<file path="src/source/icache_pkg.sv">
package icache_pkg;

    // Cache geometry
    localparam int NUM_SETS    = 8;
    localparam int NUM_WAYS    = 4;
    localparam int BLOCK_WORDS = 4;
    localparam int ADDR_W      = 32;
    localparam int WORD_W      = 32;

    // Address field widths
    localparam int BOFF_W  = $clog2(WORD_W / 8);
    localparam int WOFF_W  = $clog2(BLOCK_WORDS);
    localparam int INDEX_W = $clog2(NUM_SETS);
    localparam int WAY_W   = $clog2(NUM_WAYS);
    localparam int TAG_W   = ADDR_W - INDEX_W - WOFF_W - BOFF_W;

    typedef struct packed {
        logic [TAG_W-1:0]   tag;
        logic [INDEX_W-1:0] index;
        logic [WOFF_W-1:0]  woff;
        logic [BOFF_W-1:0]  boff;
    } fetch_addr_t;

    // Word 0 sits in the low bits
    typedef logic [BLOCK_WORDS-1:0][WORD_W-1:0] cache_block_t;

    typedef struct packed {
        logic               we;
        logic [INDEX_W-1:0] index;
        logic [WAY_W-1:0]   way;
        logic [TAG_W-1:0]   tag;
        cache_block_t       data;
    } refill_wr_t;

    typedef enum logic [1:0] {
        IDLE = 2'd0,
        FILL = 2'd1,  // waiting on the critical word
        DONE = 2'd2   // critical word in, rest of block streaming
    } refill_state_e;

    typedef enum logic [1:0] {
        CTRL     = 2'd0,
        INVAL    = 2'd1,
        HIT_CNT  = 2'd2,
        MISS_CNT = 2'd3
    } cfg_addr_e;

    typedef struct packed {
        logic early_restart_en;
    } cfg_t;

endpackage

</file>
<file path="src/source/icache_refill.sv">
`timescale 1ns/1ps

module icache_refill (
    input  logic                          Clk,
    input  logic                          rst_n,
    input  logic                          read_en,
    input  logic                          redirect,
    input  icache_pkg::fetch_addr_t       read_address,
    input  logic                          hit,
    input  logic [icache_pkg::WORD_W-1:0] hit_word,
    input  logic [icache_pkg::WAY_W-1:0]  victim_way,
    input  icache_pkg::cfg_t              cfg,
    input  logic [icache_pkg::WORD_W-1:0] mem_data,
    input  logic                          mem_data_valid,
    output logic                          lookup,
    output icache_pkg::refill_wr_t        fill,
    output logic                          miss,
    output logic [icache_pkg::WORD_W-1:0] instruction,
    output logic                          ready,
    output logic                          busy,
    output logic [icache_pkg::ADDR_W-1:0] mem_address,
    output logic                          mem_req
);
    import icache_pkg::*;

    refill_state_e     state;
    fetch_addr_t       miss_addr;
    logic [WAY_W-1:0]  miss_way;
    logic [WOFF_W-1:0] word_cnt;
    logic [WOFF_W-1:0] rank;
    logic [WOFF_W-1:0] slot;
    logic              er_mode;
    logic              take;
    logic              last_beat;
    cache_block_t      blk_q;
    cache_block_t      blk_next;

    assign lookup = redirect || (read_en && !busy);
    assign miss   = lookup && !hit;

    // A beat in the redirect cycle belongs to the abandoned block
    assign take      = mem_req && mem_data_valid && !redirect;
    assign last_beat = (state == DONE) && (word_cnt == WOFF_W'(BLOCK_WORDS - 1));

    // Later words come in ascending order around the critical slot
    assign rank = word_cnt - 1'b1;

    always_comb begin
        if (state == FILL) begin
            slot = miss_addr.woff;
        end else if (rank < miss_addr.woff) begin
            slot = rank;
        end else begin
            slot = word_cnt;
        end
    end

    always_comb begin
        blk_next = blk_q;
        blk_next[slot] = mem_data;
    end

    always_comb begin
        fill.we    = take && last_beat;
        fill.index = miss_addr.index;
        fill.way   = miss_way;
        fill.tag   = miss_addr.tag;
        fill.data  = blk_next;
    end

    always_ff @(posedge Clk or negedge rst_n) begin
        if (!rst_n) begin
            state    <= IDLE;
            busy     <= 1'b0;
            mem_req  <= 1'b0;
            ready    <= 1'b0;
            word_cnt <= '0;
            er_mode  <= 1'b0;
        end else begin
            ready <= 1'b0;
            if (lookup) begin
                if (hit) begin
                    ready   <= 1'b1;
                    state   <= IDLE;
                    busy    <= 1'b0;
                    mem_req <= 1'b0;
                end else begin
                    state    <= FILL;
                    busy     <= 1'b1;
                    // Aborting a refill needs one low cycle on the request
                    mem_req  <= !busy;
                    word_cnt <= '0;
                    er_mode  <= cfg.early_restart_en;
                end
            end else begin
                case (state)
                    FILL: begin
                        if (!mem_req) begin
                            mem_req <= 1'b1;
                        end else if (take) begin
                            ready    <= er_mode;
                            state    <= DONE;
                            word_cnt <= WOFF_W'(1);
                        end
                    end
                    DONE: begin
                        if (take) begin
                            word_cnt <= word_cnt + 1'b1;
                            if (last_beat) begin
                                state   <= IDLE;
                                busy    <= 1'b0;
                                mem_req <= 1'b0;
                                ready   <= !er_mode;
                            end
                        end
                    end
                    default: ;
                endcase
            end
        end
    end

    always_ff @(posedge Clk) begin
        if (miss) begin
            miss_addr   <= read_address;
            miss_way    <= victim_way;
            mem_address <= {read_address.tag, read_address.index, read_address.woff,
                            {BOFF_W{1'b0}}};
        end
        if (take) begin
            blk_q <= blk_next;
        end
        // Critical word is held for either restart mode
        if (lookup && hit) begin
            instruction <= hit_word;
        end else if (take && state == FILL) begin
            instruction <= mem_data;
        end
    end

    a_req_held: assert property (@(posedge Clk) disable iff (!rst_n)
        (state != IDLE) && mem_req && !redirect && !fill.we |=> mem_req);

    // After an early restart no further ready until the block is done
    a_one_ready: assert property (@(posedge Clk) disable iff (!rst_n || redirect)
        ready && busy |=> !ready until_with !busy);

endmodule

</file>
<file path="config.mk">
export PLATFORM = sky130hd
export DESIGN_NAME = icache_refill
export DESIGN_NICKNAME = d
export VERILOG_FILES = /design/src/source/icache_pkg.sv /design/src/source/icache_refill.sv
export SDC_FILE = /design/constraint.sdc
export NUM_CORES = 1
export LEC_CHECK = 0
export ABC_AREA = 1
export BUFFER_PORTS_ARGS = -buffer_cell sky130_fd_sc_hd__buf_4
export CORE_ASPECT_RATIO = 1.5
export CORE_UTILIZATION = 35
export DETAILED_ROUTE_END_ITERATION = 10
export GPL_TIMING_DRIVEN = 1
export RECOVER_POWER = 50
export SYNTH_ARGS = -nofsm -noshare
export SYNTH_HDL_FRONTEND = slang
export SYNTH_SLANG_ARGS = --single-unit
</file>
<file path="constraint.sdc">
create_clock -name Clk -period 13.2 [get_ports Clk]
set_input_delay 1.98 -clock Clk [delete_from_list [all_inputs] [get_ports Clk]]
set_output_delay 1.98 -clock Clk [all_outputs]
set_load 0.01 [all_outputs]
</file>
==> out/summary.txt <==
Hold depth -> 2
Compound-Gate Fraction of Synth Area -> 0.00515
Highest metal used -> met4
Layout Nets -> 1171
Largest family of logic cells by synthesized area -> simple AND/OR/NAND/NOR gates
CTS Hold Bufs -> 0
Commonest cells after routing, fill and taps aside -> 285 x nand2_1, 204 x buf_4, 192 x edfxtp_1
Initial DRC count -> 439
Seq/Total Area, Yosys -> 0.664
Final Core Density -> 0.459
CP startpoint kind -> flop
Number of buffers created by CTS -> 17
IO Count -> 333
CTS tree -> yes
Largest net degree at the start of global routing -> 67
Max-cap violation count -> 4
Commonest non-fill, non-tap cell in the layout -> nand2_1
Post-Place Cells -> 1370
Port buffer count -> 328
Die area -> 0.0263 mm^2
Mapped Cells -> 778
Gr usage total -> 0.206
Met2 wire len -> 14500 um
Clock transition at path regs -> 0.07 ns
Worst skew pair latency -> 0.44 ns
Reg2Reg Depth -> 3
DR WL/cell -> 19.1 um
Area share of and/or/nand/nor cells after synthesis -> 0.208
Worst IR Drop VDD -> 0.107 mV
First-pass DRT Iterations -> 5
Distinct cells, synth -> 20
Final Setup Violations -> 0
Met3 WL -> 1460 um
Die W -> 133 um
Post-CTS Setup Bufs -> 0
Multiplexer share of the synthesized area -> 0.0401
Synth warnings -> 0
Layout cells sized above 1 -> 0.287
H-tree depth -> 4
Placement Cell Area -> 0.0113 mm^2
Crit path capture type -> output port
Crit-path max FO -> 35
Failing checks -> capacitance limit, slew limit
Initial antenna violation count -> 0
Worst hold path class -> reg -> reg
Post-route setup slack -> 6.93 ns
Power per Cell Area -> 203 mW/mm^2
Final hold slack -> 0.525 ns
CTS Root Cell -> clkbuf_16
Number of global-route vias before repair -> 6622
Syn Std Cell Area -> 0.00898 mm^2
Drc violations -> 0
Fmax -> 159 MHz
Worst slew margin -> -1.18
Synthesized flop and latch total -> 200
Final Skew -> 0.00812 ns
Min Clock Period, post-route -> 6.27 ns
Die Ht -> 198 um
Slew @ Worst Pin -> 3.26 ns
DR vias -> 6795
Post-route total power -> 2.34 mW
Setup WS pre-CTS -> 7.33 ns
WL final -> 26800 um
Antenna cell count -> 0
Adder-cell area share of the yosys netlist -> 0.00696
Finished Layout Cells -> 1402
First-pass GRT wire length -> 40100 um
Worst Path Arrival -> 4.29 ns
Final Slew Violations -> 182
Leakage power -> 4.91 nW
Synthesized area per cell -> 11.5 um^2
Critical Path RT -> 11.22 ns
Final period util -> 0.475
Final Hold Viols -> 0
Antenna-violating nets left -> 0
Via/cell ratio -> 4.85
RSZ-0062 raised after global routing -> false
Synth-to-Final Area Change -> 28.4%
Finished Cell Area -> 0.0115 mm^2
Fraction of synthesized cell area in xor and xnor cells -> 0
CTS sink cnt -> 200
Hpwl dp -> 18100 um
Status -> finished, violations left
Global route overflow -> 0
WL met1 -> 10300 um
Clk buf depth -> 2
GP Congestion -> 0.771
Crit Path Class -> reg -> out
Setup TNS -> 0 ns
Core Box Area -> 0.0251 mm^2
PostCTS Resize Cnt -> 0
Num rows -> 71
Initial core utilization -> 0.357
## worst max-delay path: stages (launching register included)
cell	delay, ns
dfrtp_1	0.45
ha_1	0.36
inv_1	0.07
ha_1	0.28
nand2_2	0.13
nand2_4	0.07
nand2_1	0.06
nand3_1	0.08
nand2_2	0.54
buf_4	0.50
nand2_1	0.53
buf_4	0.43
nand2_1	0.09
nand2_1	0.08
buf_4	0.16
## state kept, by name, summed over array words and instances (netlist names), 2 cells and up
name / cells
blk_q: 128
state: 2
word_cnt: 2
miss_way: 2
instruction: 32
fill: 27
mem_address: 2
## Yosys cell counts, drive strengths merged
library cell	n	area share
buf	73	0.069
conb	1	0.00042
dfrtp	8	0.022
edfxtp	192	0.64
ha	5	0.0070
inv	16	0.0067
mux2	32	0.040
nand2	295	0.13
nand3	144	0.080
nor2	2	0.00084
nor3	1	0.00056
o211ai	1	0.00084
o21ai	6	0.0033
o311ai	1	0.00097
or2	1	0.00070
## final timing paths
kind / startpoint / to / slack, ns
setup / recovery: word_cnt[0]$_DFFE_PN0P_ / fill[24] / 6.93
hold / removal: state[0]$_DFFE_PN0P_ / state[0]$_DFFE_PN0P_ / 0.53
max in group asynchronous: rst_n / word_cnt[1]$_DFFE_PN0P_ / 11.42
setup reg to reg: mem_req$_DFFE_PN0P_ / blk_q[78]$_DFFE_PP_ / 9.04
min in group asynchronous: rst_n / mem_req$_DFFE_PN0P_ / 1.46
hold reg to reg: state[0]$_DFFE_PN0P_ / state[0]$_DFFE_PN0P_ / 0.53
## metal layers
metal  vias up  global-route usage
li1       3215                   -
met1      3297               0.233
met2       261               0.374
met3        22              0.0438
met4         0              0.0843
met5         -                   0
## layout make-up
type                            instances  area [um^2]
Multi-Input combinational cell        490         2350
Fill cell                            2486        13600
Timing Repair Buffer                  336         2140
Clock buffer                           18          429
Tap cell                              328          410
Clock inverter                         14          174
Inverter                               16         61.3
Sequential cell                       200         5970
## logic make-up after synthesis
family                   after synthesis
buffers and inverters                 89
AND/OR/NAND/NOR                      443
multiplexers                          32
adder cells (fa/ha/maj)                5
other                                  1
AO/OA/AOI/OAI                          8
flip-flops                           200
## report_power, final
| part | switching (mW) | leakage [nW] | internal [mW] |
|---|---|---|---|
| clock | 0.246 | 0.290 | 0.300 |
| sequential | 0.0214 | 1.88 | 0.820 |
| combinational | 0.616 | 2.74 | 0.335 |
Note: power is estimated with default switching activity, not from simulation.
