[src/source/icache_pkg.sv]
package icache_pkg;

    // Cache geometry
    localparam int NUM_SETS    = 8;
    localparam int NUM_WAYS    = 4;
    localparam int BLOCK_WORDS = 4;
    localparam int ADDR_W      = 32;
    localparam int WORD_W      = 32;

    // Address field widths
    localparam int BOFF_W  = $clog2(WORD_W / 8);
    localparam int WOFF_W  = $clog2(BLOCK_WORDS);
    localparam int INDEX_W = $clog2(NUM_SETS);
    localparam int WAY_W   = $clog2(NUM_WAYS);
    localparam int TAG_W   = ADDR_W - INDEX_W - WOFF_W - BOFF_W;

    typedef struct packed {
        logic [TAG_W-1:0]   tag;
        logic [INDEX_W-1:0] index;
        logic [WOFF_W-1:0]  woff;
        logic [BOFF_W-1:0]  boff;
    } fetch_addr_t;

    // Word 0 sits in the low bits
    typedef logic [BLOCK_WORDS-1:0][WORD_W-1:0] cache_block_t;

    typedef struct packed {
        logic               we;
        logic [INDEX_W-1:0] index;
        logic [WAY_W-1:0]   way;
        logic [TAG_W-1:0]   tag;
        cache_block_t       data;
    } refill_wr_t;

    typedef enum logic [1:0] {
        IDLE = 2'd0,
        FILL = 2'd1,  // waiting on the critical word
        DONE = 2'd2   // critical word in, rest of block streaming
    } refill_state_e;

    typedef enum logic [1:0] {
        CTRL     = 2'd0,
        INVAL    = 2'd1,
        HIT_CNT  = 2'd2,
        MISS_CNT = 2'd3
    } cfg_addr_e;

    typedef struct packed {
        logic early_restart_en;
    } cfg_t;

endpackage

[src/source/icache_cfg_regs.sv]
`timescale 1ns/1ps

module icache_cfg_regs (
    input  logic                  Clk,
    input  logic                  rst_n,
    input  logic                  cfg_wr,
    input  icache_pkg::cfg_addr_e cfg_addr,
    input  logic [31:0]           cfg_wdata,
    input  logic                  hit,
    input  logic                  miss,
    input  logic                  busy,
    output logic [31:0]           cfg_rdata,
    output icache_pkg::cfg_t      cfg,
    output logic                  inval
);
    import icache_pkg::*;

    logic [31:0] hit_cnt;
    logic [31:0] miss_cnt;
    logic        ctrl_wr;

    assign ctrl_wr = cfg_wr && (cfg_addr == CTRL);

    // Invalidate is dropped while a refill is running
    assign inval = cfg_wr && (cfg_addr == INVAL) && !busy;

    always_ff @(posedge Clk or negedge rst_n) begin
        if (!rst_n) begin
            cfg.early_restart_en <= 1'b1;
            hit_cnt              <= '0;
            miss_cnt             <= '0;
        end else if (ctrl_wr) begin
            cfg.early_restart_en <= cfg_wdata[0];
            hit_cnt              <= '0;
            miss_cnt             <= '0;
        end else begin
            // Saturating counters
            if (hit && hit_cnt != '1) begin
                hit_cnt <= hit_cnt + 1'b1;
            end
            if (miss && miss_cnt != '1) begin
                miss_cnt <= miss_cnt + 1'b1;
            end
        end
    end

    always_comb begin
        case (cfg_addr)
            CTRL:     cfg_rdata = {31'd0, cfg.early_restart_en};
            HIT_CNT:  cfg_rdata = hit_cnt;
            MISS_CNT: cfg_rdata = miss_cnt;
            default:  cfg_rdata = '0;
        endcase
    end

endmodule

[config.mk]
export PLATFORM = sky130hd
export DESIGN_NAME = icache_cfg_regs
export DESIGN_NICKNAME = d
export VERILOG_FILES = /design/src/source/icache_pkg.sv /design/src/source/icache_cfg_regs.sv
export SDC_FILE = /design/constraint.sdc
export NUM_CORES = 1
export LEC_CHECK = 0
export BUFFER_PORTS_ARGS = -buffer_cell sky130_fd_sc_hd__buf_2
export CAP_MARGIN = 15
export CORE_MARGIN = 10
export CORE_UTILIZATION = 40
export DETAILED_ROUTE_END_ITERATION = 10
export SETUP_SLACK_MARGIN = 0.02
export SLEW_MARGIN = 20
export SYNTH_ARGS = -nofsm -noshare
export SYNTH_HDL_FRONTEND = slang
export SYNTH_SLANG_ARGS = --single-unit
[constraint.sdc]
create_clock -name Clk -period 2.31 [get_ports Clk]
set_input_delay 0 -clock Clk [delete_from_list [all_inputs] [get_ports Clk]]
set_output_delay 0 -clock Clk [all_outputs]
set_load 0.02 [all_outputs]
==> key figures, run 1 <==
Run status
  – Result of the run: complete, no violations

Yosys
  – Sequential share of the synthesized area: 38.6%
  – Cell variety after synth: 55
  – Async set or reset register ratio after synthesis: 100%
  – Syn_nets: 521
  – Post-Syn Instances: 479
  – Mean instance size in the synthesized netlist: 8.81 um^2
  – Post-synthesis cell area: 4220 um^2
  – Number of warnings printed during yosys synthesis: 0
  – Commonest register cell after synthesis: sky130_fd_sc_hd__dfrtp_1
  – Count of flip-flops with a built-in enable after synthesis: 0
  – Number of storage elements in the synthesis netlist: 65

Cells and area
  – Post-synthesis to final-layout area growth: 17.4%
  – Final #Nets: 580
  – Final non-filler cell total: 678
  – Final Cell Area: 4950 um^2
  – Fraction of layout instances using a drive strength above 1: 20.7%
  – Antenna Diode Count: 0
  – Utilization of the core after routing: 48.2%

Die
  – Starting Density: 41.0%
  – Row count: 37
  – Width of the die: 123 um
  – Area of the core: 10300 um^2
  – Io pins: 74
  – Area of the die: 15100 um^2
  – Height of the die: 123 um

Timing
  – Setup violators final: 0
  – Hold Fails Final Rpt: 0
  – Clock Skew: 8.49 ps
  – Final critical delay including setup and external delays: 2190 ps
  – Period utilisation layout: 95.0%
  – Fmax: 456 MHz
  – Setup repair after global routing missed its margin: no
  – Max-Slew Margin vs Limit: 63.4%
  – Number of pins with negative max-slew slack in the final report: 0
  – Actual slew at the worst max-slew pin: 549 ps
  – Aggregate negative setup slack: 0 ps

Drt
  – Routed wire length: 11.5 mm
  – DR vias: 3857
  – Average wire per standard cell: 17.0 um
  – Initial drt markers: 197
  – Vias/cell: 5.69
  – Post-detailed-route count of antenna-violating nets: 0
  – Count of TritonRoute iterations in the first routing pass: 5
  – DRC violation count after routing: 0

Pwr
  – Total power per unit cell area: 558 nW/um^2
  – Combinational share of power: 17.0%
  – Leakage power: 2.08 nW
  – Net switching power: 0.802 mW
  – Net Sw Frac: 29.0%
  – Part of the total power dissipated in sequential elements: 47.0%
  – Cell-internal power: 1.96 mW
  – Largest voltage drop on the vdd net: 0.000264 V
  – Clock share of power: 36.0%

Critical path
  – CP endpoint kind: flop
  – FF-to-FF Start: hit_cnt[0]$_DFFE_PN0P_
  – Worst endpoint data arrival time: 2420 ps
  – Critical path origin: hit_cnt[0]$_DFFE_PN0P_
  – Kind of critical path: flop to flop
  – Startpoint type of the worst setup path: flop
  – CP Data Required Time: 2530 ps
  – Max FO, Critical Path: 14

Place
  – Port Buf Inserts: 42
  – Dpl hpwl: 8.35 mm
  – Cell Count Post-Placement: 661
  – Gp weighted congestion: 0.917
  – Placement-stage cell area: 4720 um^2

CTS
  – Root buffer cell: sky130_fd_sc_hd__clkbuf_8
  – Clock-pin slew of the registers on the worst-case setup and hold paths: 70 ps
  – Clock tree from TritonCTS: yes
  – Depth of the CTS H-tree: 3
  – CTS sink count: 65
  – TritonCTS Buffers: 9
  – Clk buf depth: 2
  – Post CTS Setup Buffer Count: 0
  – Worst-skew pair later-pin latency: 340 ps

Global routing
  – Pin count of the biggest net entering global routing: 63
  – Global-route wire length before repair: 18.8 mm
  – Tot GR Track Use: 15.5%
  – Number of antenna violations at the first check in global routing: 0
  – Vias in the first global route: 3634
  – Remaining global-route overflow: 0

Job
  – Number of maximum-capacitance constraint violations: 0

Hold path
  – Hold Crit Start: miss
  – Class of the worst hold path: input port to flop
[Yosys cell counts, types with 3 or more instances]
master                     number  share of area [%]
sky130_fd_sc_hd__or3_1         24                3.6
sky130_fd_sc_hd__nand3_1       21                2.5
sky130_fd_sc_hd__nand4_1       16                2.4
sky130_fd_sc_hd__a31oi_1        5               0.74
sky130_fd_sc_hd__o31ai_1        9                1.6
sky130_fd_sc_hd__buf_6          4                1.1
sky130_fd_sc_hd__or4_1         13                2.3
sky130_fd_sc_hd__a41o_1         4               0.95
sky130_fd_sc_hd__a211oi_1       6                1.1
sky130_fd_sc_hd__a21oi_1       36                4.3
sky130_fd_sc_hd__xnor2_1       11                2.3
sky130_fd_sc_hd__xor2_1         5                1.0
sky130_fd_sc_hd__nand2_1       45                4.0
sky130_fd_sc_hd__a31o_2         5                1.0
sky130_fd_sc_hd__mux2i_1       32                7.6
sky130_fd_sc_hd__nor3_1         6               0.71
sky130_fd_sc_hd__nor2b_1       31                4.6
sky130_fd_sc_hd__clkbuf_1      19                1.7
sky130_fd_sc_hd__nor2_1        39                3.5
sky130_fd_sc_hd__inv_1          6               0.53
sky130_fd_sc_hd__o21ai_1        4               0.47
sky130_fd_sc_hd__o21ai_0       24                2.8
sky130_fd_sc_hd__and3_1         3               0.45
sky130_fd_sc_hd__and2_1         4               0.59
sky130_fd_sc_hd__dfrtp_1       64                 38
sky130_fd_sc_hd__and4_1         8                1.7
[worst max-delay path: stages, from the launching register on]
cell	delay (ps)
sky130_fd_sc_hd__dfrtp_1	360
sky130_fd_sc_hd__ha_2	210
sky130_fd_sc_hd__nand2_1	50
sky130_fd_sc_hd__or4_2	720
sky130_fd_sc_hd__o31ai_4	270
sky130_fd_sc_hd__buf_4	240
sky130_fd_sc_hd__nor4_1	90
sky130_fd_sc_hd__mux2i_1	120
[through the flow]
stage	hold WS (ps)	setup slack, ps	power, mW
finish	4.01	116	2.76
floorplan	-296	35.9	1.59
CTS	34.3	35.8	2.78
global route	9.41	21.2	2.91
detailed placement	-30.0	54.7	1.78
global placement	-29.9	88.5	1.77
[timing repair]
item	in CTS	in global routing
endpoints found under the setup margin	0	8
endpoints found under the hold margin	18	0
gates resized for setup	0	6
hold buffers	2	0
[cells by family (layout without fill, tap and decap cells)]
group | count (synthesis) | count (layout) | share of synthesized area (%)
simple gates | 226 | 226 | 29.5
compound gates | 103 | 103 | 15.8
flops | 65 | 65 | 38.6
mux | 34 | 34 | 8.13
buf+inv | 33 | 96 | 4.00
xor+xnor | 16 | 16 | 3.32
fa+ha+maj | 2 | 2 | 0.593
[routing by layer]
| metal | GRT usage, % | vias to the layer above | wire (um) |
|---|---|---|---|
| li1 | - | 1883 | - |
| met1 | 19.9 | 1874 | 5320 |
| met2 | 25.2 | 85 | 5610 |
| met3 | 2.89 | 15 | 406 |
| met4 | 5.82 | 0 | 204 |
| met5 | 0 | - | 0 |
[worst paths after layout]
kind	to	slack [ps]	cells after the start
max in group asynchronous	cfg$_DFFE_PN1P_	1540	3
max reg2reg	hit_cnt[21]$_DFFE_PN0P_	120	7
max	hit_cnt[21]$_DFFE_PN0P_	120	7
min reg2reg	cfg$_DFFE_PN1P_	470	2
min in group asynchronous	hit_cnt[10]$_DFFE_PN0P_	130	2
min	miss_cnt[1]$_DFFE_PN0P_	4	3
[layout by cell type (no fill, tap or decap), types with 11 or more instances in the layout]
cell type | Yosys | final
sky130_fd_sc_hd__xnor2_1 | 11 | 11
sky130_fd_sc_hd__clkbuf_8 | 1 | 11
sky130_fd_sc_hd__nor2b_1 | 31 | 31
sky130_fd_sc_hd__nand2_1 | 45 | 45
sky130_fd_sc_hd__nand4_1 | 16 | 16
sky130_fd_sc_hd__a21oi_1 | 36 | 36
sky130_fd_sc_hd__nor2_1 | 39 | 39
sky130_fd_sc_hd__o21ai_0 | 24 | 24
sky130_fd_sc_hd__nand3_1 | 21 | 21
sky130_fd_sc_hd__or4_1 | 13 | 13
sky130_fd_sc_hd__mux2i_1 | 32 | 32
sky130_fd_sc_hd__dfrtp_1 | 64 | 61
sky130_fd_sc_hd__or3_1 | 24 | 24
sky130_fd_sc_hd__buf_4 | 1 | 29
sky130_fd_sc_hd__buf_2 | 1 | 42
[final cells by class]
class                           instances  area (um^2)
Sequential cell                        65         1630
Inverter                                6         22.5
Tap cell                              136          170
Multi-Input combinational cell        381         2440
Timing Repair Buffer                   75          488
Clock inverter                          3         40.0
Fill cell                            1000         5330
Clock buffer                           12          155
[registers in the layout (all words and copies together) (netlist names)]
name	cells
hit_cnt	32
miss_cnt	32
cfg	1
[power by group through the flow]
stage                     Clock, mW  Combinational, mW  Sequential [mW]
after floorplan                   0              0.292             1.30
final                         0.994              0.469             1.30
after global routing           1.07              0.531             1.31
after detailed placement          0              0.465             1.31
after global placement            0              0.457             1.31
after CTS                      1.02              0.469             1.29
Note: power is estimated with default switching activity, not from simulation.
==> run 2: changes to the inputs <==
Settings changed: CORE_MARGIN 10 to 2.
==> run 2 against run 1 <==
  * Design area rose by 1.1%
  * Non-clock buffer count increased by 11
  * Core utilization rose by 0.51 points
  * Sequential share of layout area fell by 0.42 points
  * Total power shrank 0.60%
  * Routed wire length shrank 2.3%
  * Largest power group unchanged
  * Critical path type unchanged
==> key figures, run 2 (synthesis gave the netlist of run 1 again) <==
Job
  – Number of maximum-capacitance constraint violations: 0 (unchanged)

Place
  – Dpl hpwl: 8.31 mm (-0.48%)
  – DP Worst Slack: 42.3 ps (-12.4 ps)
  – Placement-stage cell area: 4780 um^2 (+1.3%)
  – Port Buf Inserts: 42 (unchanged)
  – Gp weighted congestion: 0.834 (-9.1%)
  – Cell Count Post-Placement: 671 (+1.5%)

Timing
  – Fmax: 462 MHz (+1.3%)
  – Number of pins with negative max-slew slack in the final report: 0 (unchanged)
  – Clock Skew: 6.48 ps (-2.02 ps)
  – Max-Slew Margin vs Limit: 46.0% (-17 points)
  – Actual slew at the worst max-slew pin: 810 ps (+260 ps)
  – Aggregate negative setup slack: 0 ps (unchanged)
  – Final setup margin: 145 ps (+28.6 ps)
  – Setup repair after global routing missed its margin: no
  – Period utilisation layout: 93.7% (-1.2 points)
  – Final critical delay including setup and external delays: 2170 ps (-28.6 ps)
  – Hold Fails Final Rpt: 0 (unchanged)
  – Setup violators final: 0 (unchanged)

Die
  – Area of the core: 10300 um^2 (unchanged)
  – Width of the die: 107 um (-13%)
  – Area of the die: 11400 um^2 (-24%)
  – Starting Density: 41.0% (unchanged)
  – Io pins: 74 (unchanged)
  – Height of the die: 107 um (-13%)
  – Row count: 37 (unchanged)

Critical path
  – Reg-to-reg setup timing slack: 140 ps (+30 ps)
  – CP endpoint kind: flop
  – Startpoint type of the worst setup path: flop
  – Worst endpoint data arrival time: 2410 ps (about the same)
  – CP Data Required Time: 2550 ps (+20 ps)
  – Max FO, Critical Path: 8 (-6)
  – R2r worst-path depth: 7 (unchanged)
  – FF-to-FF Start: hit_cnt[1]$_DFFE_PN0P_
  – Kind of critical path: flop to flop
  – Worst flop-to-flop path endpoint: hit_cnt[24]$_DFFE_PN0P_

Cells and area
  – Biggest regs: hit_cnt x32, miss_cnt x32, cfg x1
  – Count of fill cells added during filler insertion: 987 (-1.3%)
  – Commonest non-fill, non-tap cell in the layout: sky130_fd_sc_hd__dfrtp_1
  – Final non-filler cell total: 689 (+1.6%)
  – Antenna Diode Count: 0 (unchanged)
  – Post-synthesis to final-layout area growth: 18.6%
  – Final #Nets: 591 (+1.9%)
  – Top library cells by usage in the layout, fill and taps aside: sky130_fd_sc_hd__dfrtp_1, sky130_fd_sc_hd__nand2_1, sky130_fd_sc_hd__buf_2
  – Fraction of layout instances using a drive strength above 1: 21.7% (+1.0 points)
  – Final Cell Area: 5000 um^2 (+1.1%)

CTS
  – Clk buf depth: 2 (unchanged)
  – CTS sink count: 65 (unchanged)
  – Worst-skew pair later-pin latency: 350 ps (about the same)
  – Clock tree from TritonCTS: yes
  – Clock-pin slew of the registers on the worst-case setup and hold paths: 70 ps (about the same)
  – Root buffer cell: sky130_fd_sc_hd__clkbuf_8
  – Depth of the CTS H-tree: 3 (unchanged)
  – TritonCTS Buffers: 9 (unchanged)

Hold path
  – Class of the worst hold path: input port to flop
  – Hold Crit Start: cfg_addr[0]
  – Endpoint of the worst hold path: hit_cnt[19]$_DFFE_PN0P_
  – Worst hold path cell count: 3 (unchanged)

Global routing
  – Remaining global-route overflow: 0 (unchanged)
  – Vias in the first global route: 3859 (+6.2%)
  – Number of antenna violations at the first check in global routing: 0 (unchanged)
  – Global-route wire length before repair: 18.9 mm (+0.33%)
  – Tot GR Track Use: 21.1% (+5.6 points)
  – Pin count of the biggest net entering global routing: 37 (-41%)

Drt
  – Count of TritonRoute iterations in the first routing pass: 4 (-1)
  – DRC violation count after routing: 0 (unchanged)
  – Average wire per standard cell: 16.4 um (-3.9%)
  – Post-detailed-route count of antenna-violating nets: 0 (unchanged)
  – DR vias: 3894 (+0.96%)
  – Initial drt markers: 125 (-37%)
  – Routed wire length: 11.3 mm (-2.3%)
  – Vias/cell: 5.65 (-0.65%)

Run status
  – Result of the run: complete, no violations

Pwr
  – Leakage power: 2.12 nW (+2.1%)
  – Total power per unit cell area: 548 nW/um^2 (-1.6%)
  – Largest voltage drop on the vdd net: 0.000304 V (+15%)
-- run 2: how the worst max path moves through the flow --
stage,from,endpoint,slack [ps],cells after the start
after floorplan,hit_cnt[0]$_DFFE_PN0P_,hit_cnt[26]$_DFFE_PN0P_,40,7
after detailed placement,hit_cnt[0]$_DFFE_PN0P_,hit_cnt[26]$_DFFE_PN0P_,40,6
after global placement,hit_cnt[0]$_DFFE_PN0P_,hit_cnt[26]$_DFFE_PN0P_,90,6
after global routing,hit_cnt[1]$_DFFE_PN0P_,hit_cnt[24]$_DFFE_PN0P_,30,7
after CTS,hit_cnt[0]$_DFFE_PN0P_,hit_cnt[26]$_DFFE_PN0P_,20,6
final,hit_cnt[1]$_DFFE_PN0P_,hit_cnt[24]$_DFFE_PN0P_,140,7
-- run 2: timing repair --
action	4_1_cts	5_1_grt
endpoints found under the setup margin	0	17
resized for setup	0	5
setup buffers	0	1
hold endpoints to repair	33	0
hold buffers	2	0
-- run 2: metal layers --
metal  wire length [um]  up-vias  share of wire, %  track usage (%)
met5                  0        -                 0                0
met3                359       18               3.2             3.10
li1                   -     1900                 -                -
met2               5580       74                49             34.8
met1               5060     1902                45             27.2
met4                276        0               2.4             10.2
-- run 2: metrics by stage --
step           hold WS, ps  total power [mW]  util [%]
6_report              42.2              2.74      48.7
5_1_grt               45.3              2.89      48.7
4_1_cts               39.7              2.74      48.4
3_5_place_dp           135              1.80      46.5
3_3_place_gp           132              1.79      46.5
2_1_floorplan         -296              1.59         -
-- run 2: layout make-up --
class	instances	area (um^2)	share of cell area, %
clock buffers	11	131	2.63
inverters	6	22.5	0.450
well taps	136	170	3.40
clock inverters	4	45.0	0.900
flip-flops and latches	65	1630	32.5
multi-input cells	381	2450	48.9
repair buffers	86	558	11.2
-- run 2: report_power, final --
part | leakage [nW] | total, mW | internal, mW | switching [mW]
clock network | 0.0929 | 0.934 | 0.488 | 0.446
registers | 0.896 | 1.29 | 1.21 | 0.0785
logic | 1.13 | 0.521 | 0.228 | 0.293
total | 2.12 | 2.74 | 1.93 | 0.818
-- run 2: worst max-delay path: stages, from the launching register on --
cell,delay [ps]
sky130_fd_sc_hd__dfrtp_1,400
sky130_fd_sc_hd__ha_4,170
sky130_fd_sc_hd__nand3_2,80
sky130_fd_sc_hd__or4_4,590
sky130_fd_sc_hd__a2111oi_4,470
sky130_fd_sc_hd__buf_4,190
sky130_fd_sc_hd__xnor2_1,110
sky130_fd_sc_hd__nor2_1,50
